**config.mk**
```make
export PLATFORM = sky130hd
export DESIGN_NAME = cache_hier_top
export DESIGN_NICKNAME = d
export VERILOG_FILES = /design/src/rtl/cache_pkg.sv /design/src/rtl/cache_hier_top.sv /design/src/rtl/l1_cache.sv /design/src/rtl/l1_req_split.sv /design/src/rtl/l2_cache.sv /design/src/rtl/l2_port_arbiter.sv
export SDC_FILE = /design/constraint.sdc
export NUM_CORES = 2
export LEC_CHECK = 0
export BUFFER_PORTS_ARGS = -buffer_cell sky130_fd_sc_hd__buf_4
export CORE_UTILIZATION = 55
export DETAILED_ROUTE_END_ITERATION = 10
export GPL_TIMING_DRIVEN = 0
export PLACE_DENSITY = 0.83
export RECOVER_POWER = 50
export SKIP_CTS_REPAIR_TIMING = 1
export SYNTH_ARGS = -nofsm -noshare
export SYNTH_HDL_FRONTEND = slang
export SYNTH_SLANG_ARGS = --single-unit
```
**constraint.sdc**
```tcl
create_clock -name clk -period 9.1 [get_ports clk]
set_input_delay 0.91 -clock clk [delete_from_list [all_inputs] [get_ports clk]]
set_output_delay 0.91 -clock clk [all_outputs]
set_load 0.005 [all_outputs]
```
**src/rtl/cache_pkg.sv**
```systemverilog
package cache_pkg;

   ////////////////////
   // Controller states
   ////////////////////

   // Shared by the L1 and L2 controllers
   typedef enum logic [1:0] {
      IDLE       = 2'd0,  // Waiting for a request
      FILL       = 2'd1,  // Read miss, line comes from below
      WRITE_THRU = 2'd2   // Write sent below, waiting for ack
   } cache_state_e;

   ////////////////////
   // L1 port identities
   ////////////////////

   // Index of each L1 instance in the split, the merge and the top loop
   typedef enum logic {
      INSTR_PORT = 1'b0,  // Instruction cache, read only
      DATA_PORT  = 1'b1   // Data cache
   } l1_port_e;

endpackage

```
**src/rtl/cache_hier_top.sv**
```systemverilog
`timescale 1ns/1ps

module cache_hier_top import cache_pkg::*; #(
   parameter int ADDR_W   = 12,            // Word address
   parameter int DATA_W   = 32,
   parameter int L1_IDX_W = 3,             // 8 lines per L1
   parameter int L2_IDX_W = 5              // 32 lines in L2
) (
   input  logic                clk,
   input  logic                i_rst_n,
   // Processor port
   input  logic                i_valid,
   input  logic                i_instr,
   input  logic [ADDR_W-1:0]   i_addr,
   input  logic [DATA_W-1:0]   i_wdata,
   input  logic [DATA_W/8-1:0] i_wstrb,
   output logic                o_ready,
   output logic [DATA_W-1:0]   o_rdata,
   // Main memory
   output logic                o_mem_valid,
   output logic [ADDR_W-1:0]   o_mem_addr,
   output logic [DATA_W-1:0]   o_mem_wdata,
   output logic [DATA_W/8-1:0] o_mem_wstrb,
   input  logic                i_mem_ready,
   input  logic [DATA_W-1:0]   i_mem_rdata
);

   localparam int STRB_W = DATA_W/8;

   // Splitter to L1 front ends
   logic              l1_valid  [2];
   logic              l1_ready  [2];
   logic [DATA_W-1:0] l1_rdata  [2];
   // L1 memory sides to the merge
   logic              l1m_valid [2];
   logic [ADDR_W-1:0] l1m_addr  [2];
   logic [DATA_W-1:0] l1m_wdata [2];
   logic [STRB_W-1:0] l1m_wstrb [2];
   logic              l1m_ready [2];
   logic [DATA_W-1:0] l1m_rdata;          // Same word to both
   // Merge to L2
   logic              l2_valid;
   logic              l2_ready;
   logic [ADDR_W-1:0] l2_addr;
   logic [DATA_W-1:0] l2_wdata;
   logic [STRB_W-1:0] l2_wstrb;
   logic [DATA_W-1:0] l2_rdata;

   l1_req_split #(
      .DATA_W (DATA_W)
   ) u_l1_req_split (
      .clk        (clk),
      .i_rst_n    (i_rst_n),
      .i_valid    (i_valid),
      .i_instr    (i_instr),
      .o_ready    (o_ready),
      .o_rdata    (o_rdata),
      .o_l1_valid (l1_valid),
      .i_l1_ready (l1_ready),
      .i_l1_rdata (l1_rdata)
   );

   ////////////////////
   // L1 caches
   ////////////////////
   for (genvar g = 0; g < 2; g++) begin : g_l1
      l1_cache #(
         .ADDR_W    (ADDR_W),
         .DATA_W    (DATA_W),
         .L1_IDX_W  (L1_IDX_W),
         .READ_ONLY (l1_port_e'(g) == INSTR_PORT)  // Instruction side drops writes
      ) u_l1_cache (
         .clk         (clk),
         .i_rst_n     (i_rst_n),
         .i_valid     (l1_valid[g]),
         .i_addr      (i_addr),
         .i_wdata     (i_wdata),
         .i_wstrb     (i_wstrb),
         .o_ready     (l1_ready[g]),
         .o_rdata     (l1_rdata[g]),
         .o_mem_valid (l1m_valid[g]),
         .o_mem_addr  (l1m_addr[g]),
         .o_mem_wdata (l1m_wdata[g]),
         .o_mem_wstrb (l1m_wstrb[g]),
         .i_mem_ready (l1m_ready[g]),
         .i_mem_rdata (l1m_rdata)
      );
   end

   l2_port_arbiter #(
      .ADDR_W (ADDR_W),
      .DATA_W (DATA_W)
   ) u_l2_port_arbiter (
      .clk         (clk),
      .i_rst_n     (i_rst_n),
      .i_req_valid (l1m_valid),
      .i_req_addr  (l1m_addr),
      .i_req_wdata (l1m_wdata),
      .i_req_wstrb (l1m_wstrb),
      .o_req_ready (l1m_ready),
      .o_req_rdata (l1m_rdata),
      .o_l2_valid  (l2_valid),
      .o_l2_addr   (l2_addr),
      .o_l2_wdata  (l2_wdata),
      .o_l2_wstrb  (l2_wstrb),
      .i_l2_ready  (l2_ready),
      .i_l2_rdata  (l2_rdata)
   );

   ////////////////////
   // Shared L2
   ////////////////////
   l2_cache #(
      .ADDR_W   (ADDR_W),
      .DATA_W   (DATA_W),
      .L2_IDX_W (L2_IDX_W)
   ) u_l2_cache (
      .clk         (clk),
      .i_rst_n     (i_rst_n),
      .i_valid     (l2_valid),
      .i_addr      (l2_addr),
      .i_wdata     (l2_wdata),
      .i_wstrb     (l2_wstrb),
      .o_ready     (l2_ready),
      .o_rdata     (l2_rdata),
      .o_mem_valid (o_mem_valid),
      .o_mem_addr  (o_mem_addr),
      .o_mem_wdata (o_mem_wdata),
      .o_mem_wstrb (o_mem_wstrb),
      .i_mem_ready (i_mem_ready),
      .i_mem_rdata (i_mem_rdata)
   );

endmodule

```
**src/rtl/l1_cache.sv**
```systemverilog
`timescale 1ns/1ps

module l1_cache import cache_pkg::*; #(
   parameter int ADDR_W    = 12,
   parameter int DATA_W    = 32,
   parameter int L1_IDX_W  = 3,
   parameter bit READ_ONLY = 1'b0          // Set on the instruction side
) (
   input  logic                clk,
   input  logic                i_rst_n,
   // Front end
   input  logic                i_valid,
   input  logic [ADDR_W-1:0]   i_addr,     // Word address
   input  logic [DATA_W-1:0]   i_wdata,
   input  logic [DATA_W/8-1:0] i_wstrb,
   output logic                o_ready,
   output logic [DATA_W-1:0]   o_rdata,
   // Memory side toward the L2 merge
   output logic                o_mem_valid,
   output logic [ADDR_W-1:0]   o_mem_addr,
   output logic [DATA_W-1:0]   o_mem_wdata,
   output logic [DATA_W/8-1:0] o_mem_wstrb,
   input  logic                i_mem_ready,
   input  logic [DATA_W-1:0]   i_mem_rdata
);

   localparam int STRB_W = DATA_W/8;
   localparam int TAG_W  = ADDR_W - L1_IDX_W;
   localparam int LINES  = 2**L1_IDX_W;

   logic [TAG_W-1:0]    tag_mem  [LINES];
   logic [DATA_W-1:0]   data_mem [LINES];
   logic [LINES-1:0]    line_vld;          // One valid bit per line
   cache_state_e        state;

   logic [STRB_W-1:0]   wstrb_eff;
   logic [L1_IDX_W-1:0] idx;
   logic [L1_IDX_W-1:0] fill_idx;          // Taken from the held miss address
   logic [TAG_W-1:0]    tag;
   logic                hit;
   logic                accept;
   logic                is_wr;
   logic [DATA_W-1:0]   merged;            // Hit word with strobed bytes replaced

   assign wstrb_eff = READ_ONLY ? '0 : i_wstrb;
   assign idx       = i_addr[L1_IDX_W-1:0];
   assign tag       = i_addr[ADDR_W-1:L1_IDX_W];
   assign fill_idx  = o_mem_addr[L1_IDX_W-1:0];
   assign hit       = line_vld[idx] && (tag_mem[idx] == tag);
   assign accept    = (state == IDLE) && i_valid && !o_ready;  // Skip the ready cycle
   assign is_wr     = |wstrb_eff;

   always_comb begin
      merged = data_mem[idx];
      for (int b = 0; b < STRB_W; b++) begin
         if (wstrb_eff[b]) begin
            merged[8*b +: 8] = i_wdata[8*b +: 8];
         end
      end
   end

   ////////////////////
   // Controller
   ////////////////////
   always_ff @(posedge clk or negedge i_rst_n) begin
      if (!i_rst_n) begin
         state       <= IDLE;
         o_ready     <= 1'b0;
         o_mem_valid <= 1'b0;
         line_vld    <= '0;
      end else begin
         o_ready <= 1'b0;                  // Single cycle pulse
         case (state)
            IDLE: begin
               if (accept && is_wr) begin
                  state       <= WRITE_THRU;  // Every write goes below
                  o_mem_valid <= 1'b1;
               end else if (accept && hit) begin
                  o_ready     <= 1'b1;        // Read hit
               end else if (accept) begin
                  state       <= FILL;
                  o_mem_valid <= 1'b1;
               end
            end
            FILL: begin
               if (i_mem_ready) begin
                  state              <= IDLE;
                  o_mem_valid        <= 1'b0;
                  o_ready            <= 1'b1;
                  line_vld[fill_idx] <= 1'b1;
               end
            end
            WRITE_THRU: begin
               if (i_mem_ready) begin
                  state       <= IDLE;
                  o_mem_valid <= 1'b0;
                  o_ready     <= 1'b1;
               end
            end
            default: state <= IDLE;
         endcase
      end
   end

   ////////////////////
   // Arrays and payload
   ////////////////////
   always_ff @(posedge clk) begin
      if (accept) begin
         o_mem_addr  <= i_addr;            // Held until the ack below
         o_mem_wdata <= i_wdata;
         o_mem_wstrb <= wstrb_eff;         // Zero for a fill
         o_rdata     <= data_mem[idx];
         if (is_wr && hit) begin
            data_mem[idx] <= merged;       // No allocate on a write miss
         end
      end
      if ((state == FILL) && i_mem_ready) begin
         tag_mem[fill_idx]  <= o_mem_addr[ADDR_W-1:L1_IDX_W];
         data_mem[fill_idx] <= i_mem_rdata;
         o_rdata            <= i_mem_rdata;  // Word goes straight up
      end
   end

endmodule

```
**src/rtl/l1_req_split.sv**
```systemverilog
`timescale 1ns/1ps

module l1_req_split import cache_pkg::*; #(
   parameter int DATA_W = 32
) (
   input  logic              clk,
   input  logic              i_rst_n,
   // Front end
   input  logic              i_valid,
   input  logic              i_instr,          // Picks the instruction L1
   output logic              o_ready,
   output logic [DATA_W-1:0] o_rdata,
   // Toward the two L1s
   output logic              o_l1_valid [2],
   input  logic              i_l1_ready [2],
   input  logic [DATA_W-1:0] i_l1_rdata [2]
);

   l1_port_e owner_q;                      // L1 that took the open request
   l1_port_e owner;
   logic     open_q;                       // Request accepted, not yet answered

   // First cycle follows i_instr, later cycles follow the stored owner
   assign owner = open_q ? owner_q : (i_instr ? INSTR_PORT : DATA_PORT);

   assign o_l1_valid[INSTR_PORT] = i_valid && (owner == INSTR_PORT);
   assign o_l1_valid[DATA_PORT]  = i_valid && (owner == DATA_PORT);
   assign o_ready = i_l1_ready[owner];     // Response from the owning L1 only
   assign o_rdata = i_l1_rdata[owner];

   always_ff @(posedge clk or negedge i_rst_n) begin
      if (!i_rst_n) begin
         open_q  <= 1'b0;
         owner_q <= INSTR_PORT;
      end else if (!open_q && i_valid && !o_ready) begin
         open_q  <= 1'b1;                  // Lock the owner until ready
         owner_q <= owner;
      end else if (o_ready) begin
         open_q  <= 1'b0;
      end
   end

endmodule

```
**src/rtl/l2_cache.sv**
```systemverilog
`timescale 1ns/1ps

module l2_cache import cache_pkg::*; #(
   parameter int ADDR_W   = 12,
   parameter int DATA_W   = 32,
   parameter int L2_IDX_W = 5
) (
   input  logic                clk,
   input  logic                i_rst_n,
   // Front end from the L1 merge
   input  logic                i_valid,
   input  logic [ADDR_W-1:0]   i_addr,
   input  logic [DATA_W-1:0]   i_wdata,
   input  logic [DATA_W/8-1:0] i_wstrb,
   output logic                o_ready,
   output logic [DATA_W-1:0]   o_rdata,
   // Native main memory port
   output logic                o_mem_valid,
   output logic [ADDR_W-1:0]   o_mem_addr,
   output logic [DATA_W-1:0]   o_mem_wdata,
   output logic [DATA_W/8-1:0] o_mem_wstrb,
   input  logic                i_mem_ready,
   input  logic [DATA_W-1:0]   i_mem_rdata
);

   localparam int STRB_W = DATA_W/8;
   localparam int TAG_W  = ADDR_W - L2_IDX_W;
   localparam int LINES  = 2**L2_IDX_W;

   logic [TAG_W-1:0]    tag_mem  [LINES];
   logic [DATA_W-1:0]   data_mem [LINES];
   logic [LINES-1:0]    line_vld;
   cache_state_e        state;

   // Lookup on the incoming address
   logic [L2_IDX_W-1:0] lk_idx;
   logic                lk_hit;
   logic                accept;
   // Lookup on the held request, used at fill and write ack
   logic [L2_IDX_W-1:0] rq_idx;
   logic [TAG_W-1:0]    rq_tag;
   logic                rq_hit;
   logic [DATA_W-1:0]   wr_merged;

   assign lk_idx = i_addr[L2_IDX_W-1:0];
   assign lk_hit = line_vld[lk_idx] && (tag_mem[lk_idx] == i_addr[ADDR_W-1:L2_IDX_W]);
   assign accept = (state == IDLE) && i_valid && !o_ready;

   assign rq_idx = o_mem_addr[L2_IDX_W-1:0];
   assign rq_tag = o_mem_addr[ADDR_W-1:L2_IDX_W];
   assign rq_hit = line_vld[rq_idx] && (tag_mem[rq_idx] == rq_tag);

   // Strobed bytes of the held write over the cached word
   always_comb begin
      wr_merged = data_mem[rq_idx];
      for (int b = 0; b < STRB_W; b++) begin
         if (o_mem_wstrb[b]) begin
            wr_merged[8*b +: 8] = o_mem_wdata[8*b +: 8];
         end
      end
   end

   ////////////////////
   // Controller
   ////////////////////
   always_ff @(posedge clk or negedge i_rst_n) begin
      if (!i_rst_n) begin
         state       <= IDLE;
         o_ready     <= 1'b0;
         o_mem_valid <= 1'b0;
         line_vld    <= '0;
      end else begin
         o_ready <= 1'b0;
         unique case (state)
            IDLE: begin
               if (accept) begin
                  if (|i_wstrb) begin
                     state       <= WRITE_THRU;
                     o_mem_valid <= 1'b1;
                  end else if (lk_hit) begin
                     o_ready     <= 1'b1;  // Hit, one cycle
                  end else begin
                     state       <= FILL;  // Miss, ask memory
                     o_mem_valid <= 1'b1;
                  end
               end
            end
            FILL, WRITE_THRU: begin
               if (i_mem_ready) begin      // Memory ack ends both
                  state       <= IDLE;
                  o_mem_valid <= 1'b0;
                  o_ready     <= 1'b1;
                  if (state == FILL) begin
                     line_vld[rq_idx] <= 1'b1;
                  end
               end
            end
            default: state <= IDLE;
         endcase
      end
   end

   ////////////////////
   // Arrays and payload
   ////////////////////
   always_ff @(posedge clk) begin
      if (accept) begin
         o_mem_addr  <= i_addr;            // Stable under back-pressure
         o_mem_wdata <= i_wdata;
         o_mem_wstrb <= i_wstrb;
         o_rdata     <= data_mem[lk_idx];
      end
      if ((state == FILL) && i_mem_ready) begin
         tag_mem[rq_idx]  <= rq_tag;
         data_mem[rq_idx] <= i_mem_rdata;
         o_rdata          <= i_mem_rdata;
      end
      if ((state == WRITE_THRU) && i_mem_ready && rq_hit) begin
         data_mem[rq_idx] <= wr_merged;    // Update only a resident line
      end
   end

endmodule

```
**src/rtl/l2_port_arbiter.sv**
```systemverilog
`timescale 1ns/1ps

module l2_port_arbiter import cache_pkg::*; #(
   parameter int ADDR_W = 12,
   parameter int DATA_W = 32
) (
   input  logic                clk,
   input  logic                i_rst_n,
   // From the two L1 memory sides
   input  logic                i_req_valid [2],
   input  logic [ADDR_W-1:0]   i_req_addr  [2],
   input  logic [DATA_W-1:0]   i_req_wdata [2],
   input  logic [DATA_W/8-1:0] i_req_wstrb [2],
   output logic                o_req_ready [2],
   output logic [DATA_W-1:0]   o_req_rdata,      // Shared by both L1s
   // Toward the L2 front end
   output logic                o_l2_valid,
   output logic [ADDR_W-1:0]   o_l2_addr,
   output logic [DATA_W-1:0]   o_l2_wdata,
   output logic [DATA_W/8-1:0] o_l2_wstrb,
   input  logic                i_l2_ready,
   input  logic [DATA_W-1:0]   i_l2_rdata
);

   l1_port_e grant_q;
   l1_port_e grant;
   logic     held_q;                       // Grant locked on an open request

   // Instruction side wins when both ask from idle
   assign grant = held_q ? grant_q :
                  (i_req_valid[INSTR_PORT] ? INSTR_PORT : DATA_PORT);

   assign o_l2_valid  = i_req_valid[grant];
   assign o_l2_addr   = i_req_addr[grant];
   assign o_l2_wdata  = i_req_wdata[grant];
   assign o_l2_wstrb  = i_req_wstrb[grant];
   assign o_req_rdata = i_l2_rdata;

   always_comb begin
      for (int p = 0; p < 2; p++) begin
         o_req_ready[p] = i_l2_ready && (int'(grant) == p);  // Granted port only
      end
   end

   always_ff @(posedge clk or negedge i_rst_n) begin
      if (!i_rst_n) begin
         held_q  <= 1'b0;
         grant_q <= INSTR_PORT;
      end else if (!held_q && o_l2_valid && !i_l2_ready) begin
         held_q  <= 1'b1;
         grant_q <= grant;
      end else if (i_l2_ready) begin
         held_q  <= 1'b0;                  // Released by the granted ready
      end
   end

endmodule

```
==> impl_results.md <==
- Initial antenna violation count: 21
- CP endpoint kind: flop
- Yosys warns: 0
- Vias in the first global route: 59,305
- First-pass GRT wire length: approximately 420,000 µm
- Post-synth ARST share: 2.81%
- Input/output buffers: around 170
- Leak Pwr: 34.1 nW
- Worst-path clk slew: 0.07 ns
- Syn Inst Count: about 6,300
- Compound-Gate Fraction of Synth Area: 4.81%
- All-Layer GR Usage: 35.0%
- Netlist Area Pre-Place: 0.0911 mm²
- Max_slew headroom: -152%
- Design area: approximately 0.10 mm²
- Combinational family with the most area after synthesis: simple AND/OR/NAND/NOR gates
- Yosys reg bits: 2,207
- Worst vdd ir: 243 µV
- Die ar.: 0.167 mm²
- Final-layout fill cell count: 11,491
- Placed Area: 0.0960 mm²
- CP Launch Type: flop
- CP arrival: 8.28 ns
- Multiplexer share of the synthesized area: 8.37%
- Critical path type: reg -> reg
- PnR Total Power: between 30 and 40 mW
- Post-Synth Simple-Gate Area: 12.2%
- Hold Crit Class: in -> reg
- Via count: around 61,000
- Setup TNS: 0 ns
- Maximum number of pins on one net before global-route repair: 63
- EDFF count, synth: 2,140
- Total CTS buffers: 206
- Fin crit period: 7.71 ns
- Horiz. Die Dim: 409 µm
- Max Freq: 130 MHz
- Least-Margin Pin Slew: about 3.8 ns
- Layout cells sized above 1: 11.7%
- Synthesized net count: between 6,000 and 7,000
- Grt ovf: 0
- Xor/xnor cell area share of the yosys netlist: less than 1%
- Wire per inst: between 30 and 40 µm
- Post-Synth Adder-Cell Area: 0.0961%
- Failing checks: max-capacitance violations, max-slew violations
- Placeable Area: around 0.16 mm²
- Crit path required time: 9.66 ns
- Pwr per Cell Area: approximately 330 mW/mm²
- Max cap viols: 38
- Post-route ant nets: 0
- Post-synth top flop: edfxtp_1
- Boundary Pins: about 170
- CTS tree: yes
- Iteration-0 DRC Markers: 10,293
- Hpwl dp: 204,000 µm
- H-tree depth: 4
- Drt via density: between 6 and 7
- RSZ-0062 raised after global routing: no
- Setup violations, final: 0
- Gpl congestion: 1.01
- Nets: 6,812
- Initial core utilization: 55.3%
- Worst flop-to-flop path startpoint: g_l1[0].u_l1_cache.o_mem_valid
- Final hold viol count: 0
- Status: finished with violations
- Clock Sinks: 2,207
- Crit Path Max Fanout: 15
- Hold slack final: 0.279 ns
- Layout area overhead: 11.8%
- Drt pass-1 iters: 9
- Clock buffer depth: 3
- Rows: 149
- CTS Root Cell: clkbuf_16
- Routed WL: 297,000 µm
- Clk_lat worst skew: 0.87 ns
- Final worst path period share: a little over four fifths
- Fin. max-slew vios: 582
- Worst setup path startpoint: g_l1[0].u_l1_cache.o_mem_valid
- Synth Area per Inst: between 10 and 15 µm²
- Skew final: 0.0512 ns
- Distinct cell type count after synthesis: 68
- Seq/Total Area, Yosys: 72.3%
- Die height: roughly 410 µm
- DRC violations left: 0
- Worst Min Path Start: i_wdata[3]
==> metal layers <==
layer / share of wire, % / GRT usage (%) / vias up
li1: - / - / 24679
met1: 32 / 43.4 / 30030
met2: 45 / 53.8 / 5598
met3: 15 / 12.1 / 1129
met4: 6.9 / 20.0 / 22
met5: 0.045 / 0 / -
==> flip-flops by register name (all words and copies together), names as in the netlist, 2 cells and up, named ones only <==
signal,count
u_l2_cache.o_mem_wdata,32
u_l2_cache.data_mem,1024
u_l2_cache.tag_mem,224
g_l1.u_l1_cache.o_mem_wdata,64
g_l1.u_l1_cache.o_ready,2
g_l1.u_l1_cache.data_mem,512
u_l2_cache.line_vld,32
g_l1.u_l1_cache.state,2
g_l1.u_l1_cache.o_rdata,64
g_l1.u_l1_cache.o_mem_wstrb,4
u_l2_cache.o_mem_addr,12
u_l2_cache.state,2
g_l1.u_l1_cache.o_mem_valid,2
u_l2_cache.o_mem_wstrb,4
u_l2_cache.o_rdata,32
g_l1.u_l1_cache.o_mem_addr,24
g_l1.u_l1_cache.tag_mem,144
g_l1.u_l1_cache.line_vld,16
==> cell usage in the layout (no fill, tap or decap), types with 9 or more instances in the layout <==
| master | netlist | final |
|---|---|---|
| buf_1 | 50 | 37 |
| xnor2_1 | 17 | 17 |
| diode_2 | 0 | 14 |
| bufinv_16 | 0 | 21 |
| clkbuf_4 | 0 | 63 |
| inv_1 | 22 | 21 |
| o211ai_1 | 10 | 10 |
| a31oi_1 | 55 | 55 |
| nand2_1 | 1403 | 1405 |
| o21ai_0 | 72 | 72 |
| xor2_1 | 13 | 13 |
| nor2b_1 | 9 | 9 |
| nor2_1 | 310 | 307 |
| a22oi_1 | 24 | 24 |
| buf_4 | 3 | 36 |
| edfxtp_1 | 2140 | 2140 |
| a311oi_1 | 205 | 205 |
| mux2i_1 | 119 | 119 |
| clkbuf_16 | 0 | 208 |
| mux4_2 | 266 | 266 |
| clkbuf_1 | 334 | 506 |
| nor3_1 | 60 | 60 |
| clkinv_2 | 0 | 44 |
| nand4_1 | 11 | 11 |
| a21oi_1 | 163 | 163 |
| or2_2 | 48 | 48 |
| nor4_1 | 10 | 10 |
| nand2b_1 | 99 | 99 |
| clkinv_1 | 2 | 54 |
| buf_2 | 36 | 31 |
| and3_1 | 132 | 132 |
| mux2_2 | 40 | 39 |
| dfrtp_1 | 62 | 62 |
| a211oi_1 | 41 | 41 |
| nand3_1 | 425 | 425 |
| a2111oi_0 | 11 | 11 |
==> cells by family after synthesis <==
group | Yosys count
buf+inv | 451
mux | 425
xor+xnor | 30
fa+ha+maj | 7
compound gates | 627
flops | 2207
simple gates | 2547
==> power by group <==
group | switching [mW] | total (mW) | internal, mW
Sequential | 0.859 | 13.3 | 12.5
Combinational | 8.17 | 11.2 | 3.04
Clock | 3.88 | 8.69 | 4.81
Total | 12.9 | 33.2 | 20.3
==> cell type report <==
| class | instances | area, µm² | share of cell area [%] |
|---|---|---|---|
| clock inverters | 138 | 1290 | 1.27 |
| well taps | 2189 | 2740 | 2.69 |
| multi-input cells | 3636 | 23500 | 23.0 |
| repair buffers | 218 | 1310 | 1.28 |
| diodes | 14 | 35.0 | 0.0344 |
| flip-flops and latches | 2207 | 65900 | 64.7 |
| inverters | 27 | 103 | 0.101 |
| clock buffers | 248 | 5380 | 5.28 |
| plain buffers | 424 | 1640 | 1.61 |
==> cells in the mapped netlist, drive strengths merged, types with 7 or more instances <==
cell	number	share of area, %
nand4	11	0.076
or2	49	0.34
a22oi	24	0.20
xor2	13	0.12
nand2b	99	0.68
mux4	266	6.6
nor4	11	0.092
o211ai	10	0.082
buf	90	0.44
nor3	61	0.34
a32oi	8	0.077
a2111oi	11	0.11
edfxtp	2140	71
and2	12	0.082
clkbuf	334	1.4
mux2	40	0.49
nor2b	9	0.062
nand2	1410	5.8
and3	132	0.91
nand3	425	2.3
a31oi	55	0.38
xnor2	17	0.16
dfrtp	62	1.7
inv	25	0.10
a211oi	41	0.34
mux2i	119	1.3
a21oi	166	0.95
a311oi	205	2.0
nor2	312	1.3
o21ai	73	0.40
ha	7	0.096
==> critical path: stages, from the launching register on <==
cell and delay [ns]:
dfrtp_1 0.53, nor2_1 0.15, nor3_2 0.87, nor2_2 0.40
inv_2 0.13, buf_2 0.36, clkbuf_1 0.60, clkbuf_1 1.09
clkbuf_1 0.81, clkbuf_1 0.89, a311oi_1 0.31, nor3_1 0.44
a21oi_1 0.16, a21oi_1 0.61
==> path summary, 6_finish.rpt <==
kind	endpoint	slack, ns	cells after the start
worst max-delay path	u_l2_cache.o_rdata[24]	1.39	13
worst min-delay path	g_l1[1].u_l1_cache.o_mem_wdata[3]	0.28	1
worst max register to register	u_l2_cache.o_rdata[24]	1.39	13
worst min register to register	g_l1[1].u_l1_cache.line_vld[7]	0.47	1
max in group asynchronous	u_l2_cache.line_vld[1]	5.58	1
min in group asynchronous	g_l1[1].u_l1_cache.line_vld[1]	1.34	1
==> stage by stage <==
step                      setup slack [ns]  std cells  utilization [%]
after floorplan                       3.12       6294                -
after global placement               -1.74       8649             57.7
after detailed placement              2.35       8701             58.3
after CTS                             2.26       9087             62.3
after global routing                  1.32       9087             61.8
final                                 1.39       9101             61.8
Power figures use the tool's default switching activity.
